<file path="src/hdl/execPkg.sv">
`default_nettype none

package execPkg;

    localparam int xlen = 32;

    // Link value added to pc by JAL and JALR.
    localparam logic [xlen-1:0] linkOffset = 32'd4;

    // Branch outcome as it goes out on the CDB.
    localparam logic jump = 1'b1;
    localparam logic noJump = 1'b0;

    typedef enum logic [4:0] {
        LUI,
        AUIPC,
        BEQ,
        BNE,
        BLT,
        BGE,
        BLTU,
        BGEU,
        JAL,
        JALR,
        ADDI,
        SLTI,
        SLTIU,
        XORI,
        ORI,
        ANDI,
        SLLI,
        SRLI,
        SRAI,
        ADD,
        SUB,
        SLL,
        SLT,
        SLTU,
        XOR,
        SRL,
        SRA,
        OR,
        AND
    } aluOp_t;

endpackage

`default_nettype wire
</file>
<file path="src/hdl/execCluster.sv">
`timescale 1ns/1ns
`default_nettype none

module execCluster import execPkg::*; #(
    parameter int tagWidth = 4
) (
    input  wire logic                clk,
    input  wire logic                rst,
    input  wire logic                aluIssue,
    input  wire aluOp_t              aluOp,
    input  wire logic [xlen-1:0]     aluPc,
    input  wire logic [xlen-1:0]     aluImm,
    input  wire logic [tagWidth-1:0] aluTag,
    input  wire logic [xlen-1:0]     aluSrc1,
    input  wire logic [xlen-1:0]     aluSrc2,
    input  wire logic                mulIssue,
    input  wire logic [tagWidth-1:0] mulTag,
    input  wire logic [xlen-1:0]     mulSrc1,
    input  wire logic [xlen-1:0]     mulSrc2,
    output logic                     aluReady,
    output logic                     mulReady,
    output logic                     cdbValid,
    output logic [tagWidth-1:0]      cdbTag,
    output logic [xlen-1:0]          cdbData,
    output logic                     cdbTaken,
    output logic [xlen-1:0]          cdbTarget
);

    logic aluReq;
    logic aluAck;
    logic [tagWidth-1:0] aluResTag;
    logic [xlen-1:0] aluResData;
    logic aluResTaken;
    logic [xlen-1:0] aluResTarget;
    logic mulReq;
    logic mulAck;
    logic [tagWidth-1:0] mulResTag;
    logic [xlen-1:0] mulResData;

    aluUnit #(.tagWidth(tagWidth)) u_aluUnit (
        .clk(clk), .rst(rst),
        .aluIssue(aluIssue), .aluOp(aluOp), .aluPc(aluPc), .aluImm(aluImm),
        .aluTag(aluTag), .aluSrc1(aluSrc1), .aluSrc2(aluSrc2), .aluAck(aluAck),
        .aluReady(aluReady), .aluReq(aluReq), .aluResTag(aluResTag),
        .aluResData(aluResData), .aluResTaken(aluResTaken), .aluResTarget(aluResTarget)
    );

    mulUnit #(.tagWidth(tagWidth)) u_mulUnit (
        .clk(clk), .rst(rst),
        .mulIssue(mulIssue), .mulTag(mulTag), .mulSrc1(mulSrc1), .mulSrc2(mulSrc2),
        .mulAck(mulAck), .mulReady(mulReady), .mulReq(mulReq),
        .mulResTag(mulResTag), .mulResData(mulResData)
    );

    // Both result paths meet here and leave as one registered CDB.
    cdbArbiter #(.tagWidth(tagWidth)) u_cdbArbiter (
        .clk(clk), .rst(rst),
        .aluReq(aluReq), .aluResTag(aluResTag), .aluResData(aluResData),
        .aluResTaken(aluResTaken), .aluResTarget(aluResTarget),
        .mulReq(mulReq), .mulResTag(mulResTag), .mulResData(mulResData),
        .aluAck(aluAck), .mulAck(mulAck),
        .cdbValid(cdbValid), .cdbTag(cdbTag), .cdbData(cdbData),
        .cdbTaken(cdbTaken), .cdbTarget(cdbTarget)
    );

endmodule

`default_nettype wire

</file>
<file path="src/hdl/cdbArbiter.sv">
`timescale 1ns/1ns
`default_nettype none

module cdbArbiter import execPkg::*; #(
    parameter int tagWidth = 4
) (
    input  wire logic                clk,
    input  wire logic                rst,
    input  wire logic                aluReq,
    input  wire logic [tagWidth-1:0] aluResTag,
    input  wire logic [xlen-1:0]     aluResData,
    input  wire logic                aluResTaken,
    input  wire logic [xlen-1:0]     aluResTarget,
    input  wire logic                mulReq,
    input  wire logic [tagWidth-1:0] mulResTag,
    input  wire logic [xlen-1:0]     mulResData,
    output logic                     aluAck,
    output logic                     mulAck,
    output logic                     cdbValid,
    output logic [tagWidth-1:0]      cdbTag,
    output logic [xlen-1:0]          cdbData,
    output logic                     cdbTaken,
    output logic [xlen-1:0]          cdbTarget
);

    logic lastMul; // Set when the multiplier was served last.
    logic free;
    logic grantAlu;
    logic grantMul;

    // No new grant while either handshake is still open, so the acks never overlap.
    assign free = !aluAck && !mulAck;
    assign grantAlu = free && aluReq && (!mulReq || lastMul);
    assign grantMul = free && mulReq && !grantAlu;

    always_ff @(posedge clk) begin
        if (rst) begin
            aluAck <= 1'b0;
            mulAck <= 1'b0;
            cdbValid <= 1'b0;
            lastMul <= 1'b0;
        end else begin
            cdbValid <= grantAlu || grantMul;
            if (grantAlu) begin
                aluAck <= 1'b1;
                lastMul <= 1'b0;
            end else if (!aluReq) begin
                aluAck <= 1'b0;
            end
            if (grantMul) begin
                mulAck <= 1'b1;
                lastMul <= 1'b1;
            end else if (!mulReq) begin
                mulAck <= 1'b0;
            end
        end
    end

    always_ff @(posedge clk) begin
        if (grantAlu) begin
            cdbTag <= aluResTag;
            cdbData <= aluResData;
            cdbTaken <= aluResTaken;
            cdbTarget <= aluResTarget;
        end else if (grantMul) begin
            cdbTag <= mulResTag;
            cdbData <= mulResData;
            cdbTaken <= noJump;
            cdbTarget <= '0;
        end
    end

endmodule

`default_nettype wire

</file>
<file path="src/hdl/mulUnit.sv">
`timescale 1ns/1ns
`default_nettype none

module mulUnit import execPkg::*; #(
    parameter int tagWidth = 4
) (
    input  wire logic                clk,
    input  wire logic                rst,
    input  wire logic                mulIssue,
    input  wire logic [tagWidth-1:0] mulTag,
    input  wire logic [xlen-1:0]     mulSrc1,
    input  wire logic [xlen-1:0]     mulSrc2,
    input  wire logic                mulAck,
    output logic                     mulReady,
    output logic                     mulReq,
    output logic [tagWidth-1:0]      mulResTag,
    output logic [xlen-1:0]          mulResData
);

    typedef enum logic [2:0] {IDLE, RUN, FIN, REQ, WAITACK} state_t;

    state_t state;
    logic [4:0] step;
    logic [xlen-1:0] multiplicand;
    logic [xlen-1:0] multiplier;
    logic [xlen-1:0] acc;

    assign mulReady = (state == IDLE);
    assign mulReq = (state == REQ);

    always_ff @(posedge clk) begin
        if (rst) begin
            state <= IDLE;
            step <= '0;
        end else begin
            case (state)
                IDLE: begin
                    step <= '0;
                    if (mulIssue) state <= RUN;
                end
                RUN: begin
                    step <= step + 5'd1;
                    if (step == 5'd31) state <= FIN; // Last of the 32 steps.
                end
                FIN:     state <= REQ;
                REQ:     if (mulAck) state <= WAITACK;
                WAITACK: if (!mulAck) state <= IDLE;
                default: state <= IDLE;
            endcase
        end
    end

    always_ff @(posedge clk) begin
        if (state == IDLE && mulIssue) begin
            multiplicand <= mulSrc1;
            multiplier <= mulSrc2;
            acc <= '0;
            mulResTag <= mulTag;
        end
        if (state == RUN) begin
            // Bits shifted past the top are dropped, leaving the low word of the product.
            if (multiplier[0]) acc <= acc + multiplicand;
            multiplicand <= multiplicand << 1;
            multiplier <= multiplier >> 1;
        end
        if (state == FIN) begin
            mulResData <= acc;
        end
    end

endmodule

`default_nettype wire

</file>
<file path="src/hdl/aluUnit.sv">
`timescale 1ns/1ns
`default_nettype none

module aluUnit import execPkg::*; #(
    parameter int tagWidth = 4
) (
    input  wire logic                clk,
    input  wire logic                rst,
    input  wire logic                aluIssue,
    input  wire aluOp_t              aluOp,
    input  wire logic [xlen-1:0]     aluPc,
    input  wire logic [xlen-1:0]     aluImm,
    input  wire logic [tagWidth-1:0] aluTag,
    input  wire logic [xlen-1:0]     aluSrc1,
    input  wire logic [xlen-1:0]     aluSrc2,
    input  wire logic                aluAck,
    output logic                     aluReady,
    output logic                     aluReq,
    output logic [tagWidth-1:0]      aluResTag,
    output logic [xlen-1:0]          aluResData,
    output logic                     aluResTaken,
    output logic [xlen-1:0]          aluResTarget
);

    typedef enum logic [1:0] {IDLE, EXEC, REQ, WAITACK} state_t;

    state_t state;
    aluOp_t opReg;
    logic [xlen-1:0] pcReg;
    logic [xlen-1:0] immReg;
    logic [xlen-1:0] src1Reg;
    logic [xlen-1:0] src2Reg;
    logic [xlen-1:0] data;
    logic taken;
    logic [xlen-1:0] target;
    logic [xlen-1:0] branchTarget;

    assign aluReady = (state == IDLE);
    assign aluReq = (state == REQ);
    assign branchTarget = pcReg + immReg;

    always_comb begin
        data = '0;
        taken = noJump;
        target = '0;
        case (opReg)
            LUI:   data = immReg;
            AUIPC: data = pcReg + immReg;
            BEQ:   taken = (src1Reg == src2Reg);
            BNE:   taken = (src1Reg != src2Reg);
            BLT:   taken = ($signed(src1Reg) < $signed(src2Reg));
            BGE:   taken = ($signed(src1Reg) >= $signed(src2Reg));
            BLTU:  taken = (src1Reg < src2Reg);
            BGEU:  taken = (src1Reg >= src2Reg);
            JAL: begin
                data = pcReg + linkOffset;
                taken = jump;
                target = branchTarget;
            end
            JALR: begin
                data = pcReg + linkOffset;
                taken = jump;
                target = (src1Reg + immReg) & ~32'd1; // Bit 0 is always cleared.
            end
            ADDI:  data = src1Reg + immReg;
            SLTI:  data = {31'd0, $signed(src1Reg) < $signed(immReg)};
            SLTIU: data = {31'd0, src1Reg < immReg};
            XORI:  data = src1Reg ^ immReg;
            ORI:   data = src1Reg | immReg;
            ANDI:  data = src1Reg & immReg;
            SLLI:  data = src1Reg << immReg[4:0];
            SRLI:  data = src1Reg >> immReg[4:0];
            SRAI:  data = $signed(src1Reg) >>> immReg[4:0];
            ADD:   data = src1Reg + src2Reg;
            SUB:   data = src1Reg - src2Reg;
            SLL:   data = src1Reg << src2Reg[4:0];
            SLT:   data = {31'd0, $signed(src1Reg) < $signed(src2Reg)};
            SLTU:  data = {31'd0, src1Reg < src2Reg};
            XOR:   data = src1Reg ^ src2Reg;
            SRL:   data = src1Reg >> src2Reg[4:0];
            SRA:   data = $signed(src1Reg) >>> src2Reg[4:0];
            OR:    data = src1Reg | src2Reg;
            AND:   data = src1Reg & src2Reg;
            default: data = '0;
        endcase
        // Conditional branches only carry a target when they are taken.
        if (opReg inside {BEQ, BNE, BLT, BGE, BLTU, BGEU} && taken) begin
            target = branchTarget;
        end
    end

    always_ff @(posedge clk) begin
        if (rst) begin
            state <= IDLE;
        end else begin
            case (state)
                IDLE:    if (aluIssue) state <= EXEC;
                EXEC:    state <= REQ;
                REQ:     if (aluAck) state <= WAITACK;
                WAITACK: if (!aluAck) state <= IDLE; // Free once the arbiter lets go.
                default: state <= IDLE;
            endcase
        end
    end

    // Operands are captured on issue and the result one cycle later.
    always_ff @(posedge clk) begin
        if (state == IDLE && aluIssue) begin
            opReg <= aluOp;
            pcReg <= aluPc;
            immReg <= aluImm;
            src1Reg <= aluSrc1;
            src2Reg <= aluSrc2;
            aluResTag <= aluTag;
        end
        if (state == EXEC) begin
            aluResData <= data;
            aluResTaken <= taken;
            aluResTarget <= target;
        end
    end

endmodule

`default_nettype wire

</file>
<file path="config.mk">
export PLATFORM = sky130hd
export DESIGN_NAME = execCluster
export DESIGN_NICKNAME = d
export VERILOG_FILES = /design/src/hdl/execPkg.sv /design/src/hdl/execCluster.sv /design/src/hdl/cdbArbiter.sv /design/src/hdl/mulUnit.sv /design/src/hdl/aluUnit.sv
export SDC_FILE = /design/constraint.sdc
export NUM_CORES = 1
export LEC_CHECK = 0
export BUFFER_PORTS_ARGS = -buffer_cell sky130_fd_sc_hd__buf_2
export CAP_MARGIN = 20
export CELL_PAD_IN_SITES_DETAIL_PLACEMENT = 0
export CELL_PAD_IN_SITES_GLOBAL_PLACEMENT = 1
export CORE_MARGIN = 2
export CORE_UTILIZATION = 48
export CTS_BUF_LIST = sky130_fd_sc_hd__clkbuf_4 sky130_fd_sc_hd__clkbuf_8
export DETAILED_ROUTE_END_ITERATION = 10
export PLACE_DENSITY = 0.92
export SKIP_CTS_REPAIR_TIMING = 1
export SYNTH_ARGS = -nofsm -noshare
export SYNTH_HDL_FRONTEND = slang
export SYNTH_SLANG_ARGS = --single-unit
</file>
<file path="constraint.sdc">
create_clock -name clk -period 8.1 [get_ports clk]
set_input_delay 1.215 -clock clk [delete_from_list [all_inputs] [get_ports clk]]
set_output_delay 1.215 -clock clk [all_outputs]
set_load 0.02 [all_outputs]
</file>
Yosys cells after proc, flatten, opt, wreduce, memory -nomap -nowiden
Cells that the tools add are included.
- add/subtract/negate cells: 7
- order comparisons: 6
- equality and inequality tests: 47
- shifts and indexed selects: 6
- mux-type cells: 35
- bitwise gates (word level): 6
- reductions and logical operators: 24
- operator list (kind ; number):
    $pmux 32 s22 ; 1
    $mux 32 ; 10
    $add 32x32->32 ; 4
    $lt 32x32->1 ; 4
    $eq 5x5->1 const B ; 14
    $and 32x32->32 ; 2
    $ge 32x32->1 ; 2
    $or 32x32->32 ; 2
    $pmux 32 s2 ; 1
    $shl 32x5->32 ; 2
    $shr 32x5->32 ; 2
    $sshr 32x5->32 ; 2
    $xor 32x32->32 ; 2
    $mux 31 ; 2
    $eq 5x4->1 const B ; 8
    $add 32x3->32 const B ; 1
    $eq 32x32->1 ; 1
    $ne 32x32->1 ; 1
    $sub 32x32->32 ; 1
    $eq 5x3->1 const B ; 4
    $ne 2x2->1 const B ; 8
    $pmux 3 s5 ; 1
    $mux 3 ; 4
    $eq 5x2->1 const B ; 2
    25 further kinds ; 50
- register bits: 417
- bits of input ports: 209
- output and inout bits: 72
- logic and storage cells: 158

Depth between registers and ports, before layout
- depth in word-level cells: 8
- gate-level depth with buffers: 16
- depth with buffers taken out: 15

By module
Synthesis repeated with hierarchy kept, for this count alone.
- cell total of the unflattened synthesis: 3892
- area total of the unflattened synthesis: 35315.1 um^2
- modules (own cells, without submodules) (module ; instances ; cells an instance ; area an instance (um^2) ; sequential area each (um^2)):
    aluUnit ; 1 ; 3091 ; 25490.7 ; 6105.9
    mulUnit ; 1 ; 639 ; 6805.3 ; 3783.6
    cdbArbiter ; 1 ; 162 ; 3019.1 ; 2152.1

Least setup slack after synthesis
OpenSTA, ideal clock, no wires.
- path kind: register to register
- from: register u_mulUnit.state[1]
- to: register u_cdbArbiter.cdbData[0], enable pin
- setup time: 603 ps
- arrival: 5876 ps
- data required time: 7497 ps
- path slack: 1621 ps
- cell stages (with the launch flop): 4
- path buffers: 1
- clock period less this slack: 6479 ps
- cells stage by stage: dfxtp_1 > clkbuf_1 > nand3b_1 > a21boi_0
- longest elaborated chain between the ends: 7
- elaborated cells on any way between the ends: 8
- those cells by class: 1 x eq/ne; 7 x reduce/logical
- RTL lines (item ; line ; source):
    start: declaration ; mulUnit.sv:22 ; state_t state;
    start signal: assignment ; mulUnit.sv:33 ; state <= IDLE;
    start signal: assignment ; mulUnit.sv:39 ; if (mulIssue) state <= RUN;
    start signal: assignment ; mulUnit.sv:43 ; if (step == 5'd31) state <= FIN;
    $eq 3x2->1 (*) ; mulUnit.sv:29 ; assign mulReq = (state == REQ);
    $logic_not 1->1 ; cdbArbiter.sv:33 ; assign grantAlu = free && aluReq && (!mulReq || lastMul);
    $logic_or 1x1->1 ; cdbArbiter.sv:33 ;
    $logic_and 1x1->1 ; cdbArbiter.sv:33 ;
    $logic_not 1->1 ; cdbArbiter.sv:34 ; assign grantMul = free && mulReq && !grantAlu;
    $logic_and 1x1->1 ; cdbArbiter.sv:34 ;
    $reduce_bool 2->1 (no source line) (*) ; - ;
    end signal: assignment ; cdbArbiter.sv:62 ; cdbData <= aluResData;
    end signal: assignment ; cdbArbiter.sv:67 ; cdbData <= mulResData;
    end: declaration ; cdbArbiter.sv:21 ; output logic [xlen-1:0] cdbData,
Every way passes the cells marked *; elsewhere a longest branch is shown, timed or not.
A chain may end at the register's enable or synchronous reset.

Worst setup path in the final report
- from: register u_aluUnit.src2Reg[2]
- to: register u_aluUnit.aluResTarget[31], data pin
- longest elaborated chain between the ends: 4
- elaborated cells on any way between the ends: 9
- those cells by class: 4 x order compare; 2 x eq/ne; 2 x mux; 1 x reduce/logical
- RTL lines (item ; line ; source):
    start: declaration ; aluUnit.sv:32 ; logic [xlen-1:0] src2Reg;
    start signal: assignment ; aluUnit.sv:113 ; src2Reg <= aluSrc2;
    $ge 32x32->1 (tied with other cells) ; aluUnit.sv:54 ; BGEU: taken = (src1Reg >= src2Reg);
    $pmux 1 s7 (*) ; aluUnit.sv:46 ; case (opReg)
    $logic_and 1x1->1 (*) ; aluUnit.sv:87 ; if (opReg inside {BEQ, BNE, BLT, BGE, BLTU, BGEU} && taken) begin
    $mux 32 (*) ; aluUnit.sv:87 ;
    net u_aluUnit.target[31] ; aluUnit.sv:35 ; logic [xlen-1:0] target;
    end signal: assignment ; aluUnit.sv:119 ; aluResTarget <= target;
    end: declaration ; aluUnit.sv:22 ; output logic [xlen-1:0] aluResTarget
The timed path passes the listed nets; every way through them passes the cells marked *.

==> summary.md <==
| Metric | Value |
|---|---|
| Average routed wire per standard cell | `29.10 um` |
| Outcome | `completed` |
| Power per unit of standard cell area | `357.5 nW/um2` |
| Primary FF master, synth | `sky130_fd_sc_hd__edfxtp_1` |
| Total half-perimeter wirelength after legalization and detailed placement | `106,100 um` |
| Detailed-route via count | `31,470` |
| Overall die height | `265.4 um` |
| Global-route usage over all layers | `0.3870` |
| Clock tree from TritonCTS | `yes` |
| Final setup TNS | `0 ns` |
| Vias in the first global route | `29,290` |
| Worst Path Max Fanout | `18` |
| Min Tclk post-route | `5.518 ns` |
| Number of H-tree levels | `3` |
| Row count | `95` |
| Cells after Synth | `3,639` |
| Class of the tightest hold or removal check | `flip-flop to flip-flop` |
| Mean post-synth cell area | `9.010 um2` |
| Number of port buffers | `280` |
| DIE WIDTH | `265.4 um` |
| CP Class | `flip-flop to flip-flop` |
| Count of nets left with antenna violations after detail routing | `0` |
| Area of the mapped netlist | `32,790 um2` |
| Worst IR Drop VDD | `204.9 uV` |
| Setup skew after layout | `0.05445 ns` |
| Worst relative slew slack | `0.1608` |
| Largest net degree at the start of global routing | `72` |
| Type of element launching the critical path | `flip-flop` |
| I/O pins | `281` |
| Post-Layout Inst Area | `36,830 um2` |
| Total of max-cap violations | `0` |
| Wire length of the first global-routing pass | `199,400 um` |
| Clock latency reported for the late side of the worst-skew pair | `0.70 ns` |
| Fillers | `6,210` |
| Post-synthesis sequential area ratio | `0.3672` |
| Via density per instance | `6.557` |
| Synthesized Nets | `4,048` |
| Slew at the pin with the worst max-slew slack | `1.249 ns` |
| Setup repair after global routing missed its margin | `no` |
| Area of the core | `67,400 um2` |
| First-pass iteration count of the detailed router | `8` |
| Fmax | `181.2 MHz` |
| Utilization of the core after routing | `0.5464` |
| Drt total wl | `139,700 um` |
| Async set-or-reset flop fraction in the synthesized netlist | `0` |
| Starting density of the core | `0.4865` |
| Number of antenna violations at the first check in global routing | `4` |
| Area overhead of the layout relative to synthesis | `12.32%` |
| Number of different library cells in the post-synthesis netlist | `99` |
| Critical path capture point type | `flip-flop` |
| Detailed Route Iter0 Violations | `4,291` |
| Total gr overflow | `0` |
| Buffer type at the clock tree root | `sky130_fd_sc_hd__clkbuf_8` |
| Arrival @ worst endpoint | `5.88 ns` |
| Number of warning messages in the yosys log | `0` |
| Total CTS buffers | `74` |
| Placed inst area | `35,190 um2` |
| Die area | `70,420 um2` |
| Final layout net count | `4,274` |
| Leakage power | `14.96 nW` |
| Final-report hold violation count | `0` |
| Post-detailed-route DRC marker count | `0` |
| Required time at the worst-slack endpoint | `8.46 ns` |
| Flops & latches, synth | `417` |
| Number of enable flip-flop cells after synthesis | `369` |
| Max-slew violations | `0` |
| Maximum root-to-sink buffer count | `3` |
| Clock slew at reported path FFs | `0.06 ns` |
| Sinks on the clock net | `417` |
| Setup violators final | `0` |
| Final weighted congestion in routability-driven placement | `1.053` |
| Final clock period utilization by the worst path | `0.6812` |
| Share of post-route cells with drive strength above 1 | `0.1649` |
## report_power, final
part	internal (mW)	switching, mW
Combinational	2.39	4.87
Clock	1.19	0.962
Sequential	3.18	0.583
Total	6.76	6.41
## per-stage QoR
step           instances  setup WS [ns]  power, mW  hold WS [ns]
3_3_place_gp        4660          2.700      10.72        0.4440
3_5_place_dp        4660          2.605      10.73        0.4486
5_1_grt             4799          2.490      13.70        0.4724
4_1_cts             4795          2.569      12.89        0.4591
2_1_floorplan       3639          1.621      8.227        0.4288
6_report            4799          2.582      13.17        0.4550
## cell usage after synthesis (all sizes together) (39+ instances only)
| cell | instances | share of area |
|---|---|---|
| a211oi | 55 | 0.013 |
| a21o | 44 | 0.010 |
| a21oi | 293 | 0.045 |
| and2 | 47 | 0.0090 |
| buf | 60 | 0.011 |
| clkbuf | 170 | 0.019 |
| dfxtp | 48 | 0.029 |
| edfxtp | 369 | 0.34 |
| ha | 195 | 0.074 |
| inv | 145 | 0.017 |
| mux2 | 43 | 0.015 |
| mux2i | 185 | 0.058 |
| nand2 | 469 | 0.054 |
| nand3 | 86 | 0.014 |
| nor2 | 278 | 0.032 |
| nor3 | 76 | 0.012 |
| o211ai | 39 | 0.0091 |
| o21ai | 239 | 0.036 |
| o22ai | 59 | 0.011 |
| xnor2 | 101 | 0.027 |
| xor2 | 49 | 0.013 |
## cells by family after synthesis
family,count (synthesis),synth area share
simple gates,1177,0.1655
compound gates,1067,0.2127
flops,417,0.3672
buf+inv,376,0.04720
mux,252,0.08979
fa+ha+maj,200,0.07746
xor+xnor,150,0.04007
## layer usage
layer / global-route usage / share of wire / up-vias
met5: 0 / 0.00014 / -
met4: 0.2179 / 0.064 / 4
met3: 0.1037 / 0.12 / 392
met2: 0.5531 / 0.41 / 1991
met1: 0.5289 / 0.40 / 15030
li1: - / - / 14050
## placed cells by master (no fill, tap or decap), drive strengths merged, types with 43 or more instances in the layout
master	Yosys	final
nand2	469	469
nor2	278	278
mux2i	185	185
a21oi	293	293
a211oi	55	55
and2	47	47
nor3	76	76
inv	145	150
clkbuf	170	102
mux2	43	43
xor2	49	49
o21ai	239	239
ha	195	195
dfxtp	48	48
buf	60	379
xnor2	101	101
nand3	86	86
a21o	44	44
o22ai	59	59
edfxtp	369	369
## layout make-up
type | count | area, um2 | share of cell area
sequential | 417 | 12040 | 0.3270
clock buffer | 102 | 1260 | 0.03421
tap | 873 | 1092 | 0.02966
inverter | 146 | 548.0 | 0.01488
clock inverter | 33 | 332.8 | 0.009037
multi-input combinational | 2846 | 19370 | 0.5260
antenna | 2 | 5.005 | 0.0001359
timing repair buffer | 380 | 2177 | 0.05912
## worst paths after layout
path | start | end | slack (ns) | cells past startpoint
min reg2reg | u_mulUnit.step[4] | u_mulUnit.step[4] | 0.45 | 2
max | u_aluUnit.src2Reg[2] | u_aluUnit.aluResTarget[31] | 2.58 | 13
min | u_mulUnit.step[4] | u_mulUnit.step[4] | 0.45 | 2
max reg2reg | u_aluUnit.src2Reg[2] | u_aluUnit.aluResTarget[31] | 2.58 | 13
## critical path, stage by stage, from the launching register on
cell,delay (ns)
sky130_fd_sc_hd__edfxtp_1,0.69
sky130_fd_sc_hd__inv_1,0.31
sky130_fd_sc_hd__ha_1,0.52
sky130_fd_sc_hd__nand3_1,0.13
sky130_fd_sc_hd__or3_1,0.38
sky130_fd_sc_hd__nor3_1,0.76
sky130_fd_sc_hd__or3b_2,0.56
sky130_fd_sc_hd__xnor2_1,0.15
sky130_fd_sc_hd__nor3b_1,0.08
sky130_fd_sc_hd__a21oi_1,0.17
sky130_fd_sc_hd__nor3_1,0.09
sky130_fd_sc_hd__nor3_4,0.71
sky130_fd_sc_hd__buf_4,0.46
sky130_fd_sc_hd__o22ai_1,0.15
(Power assumes the default switching activity.)
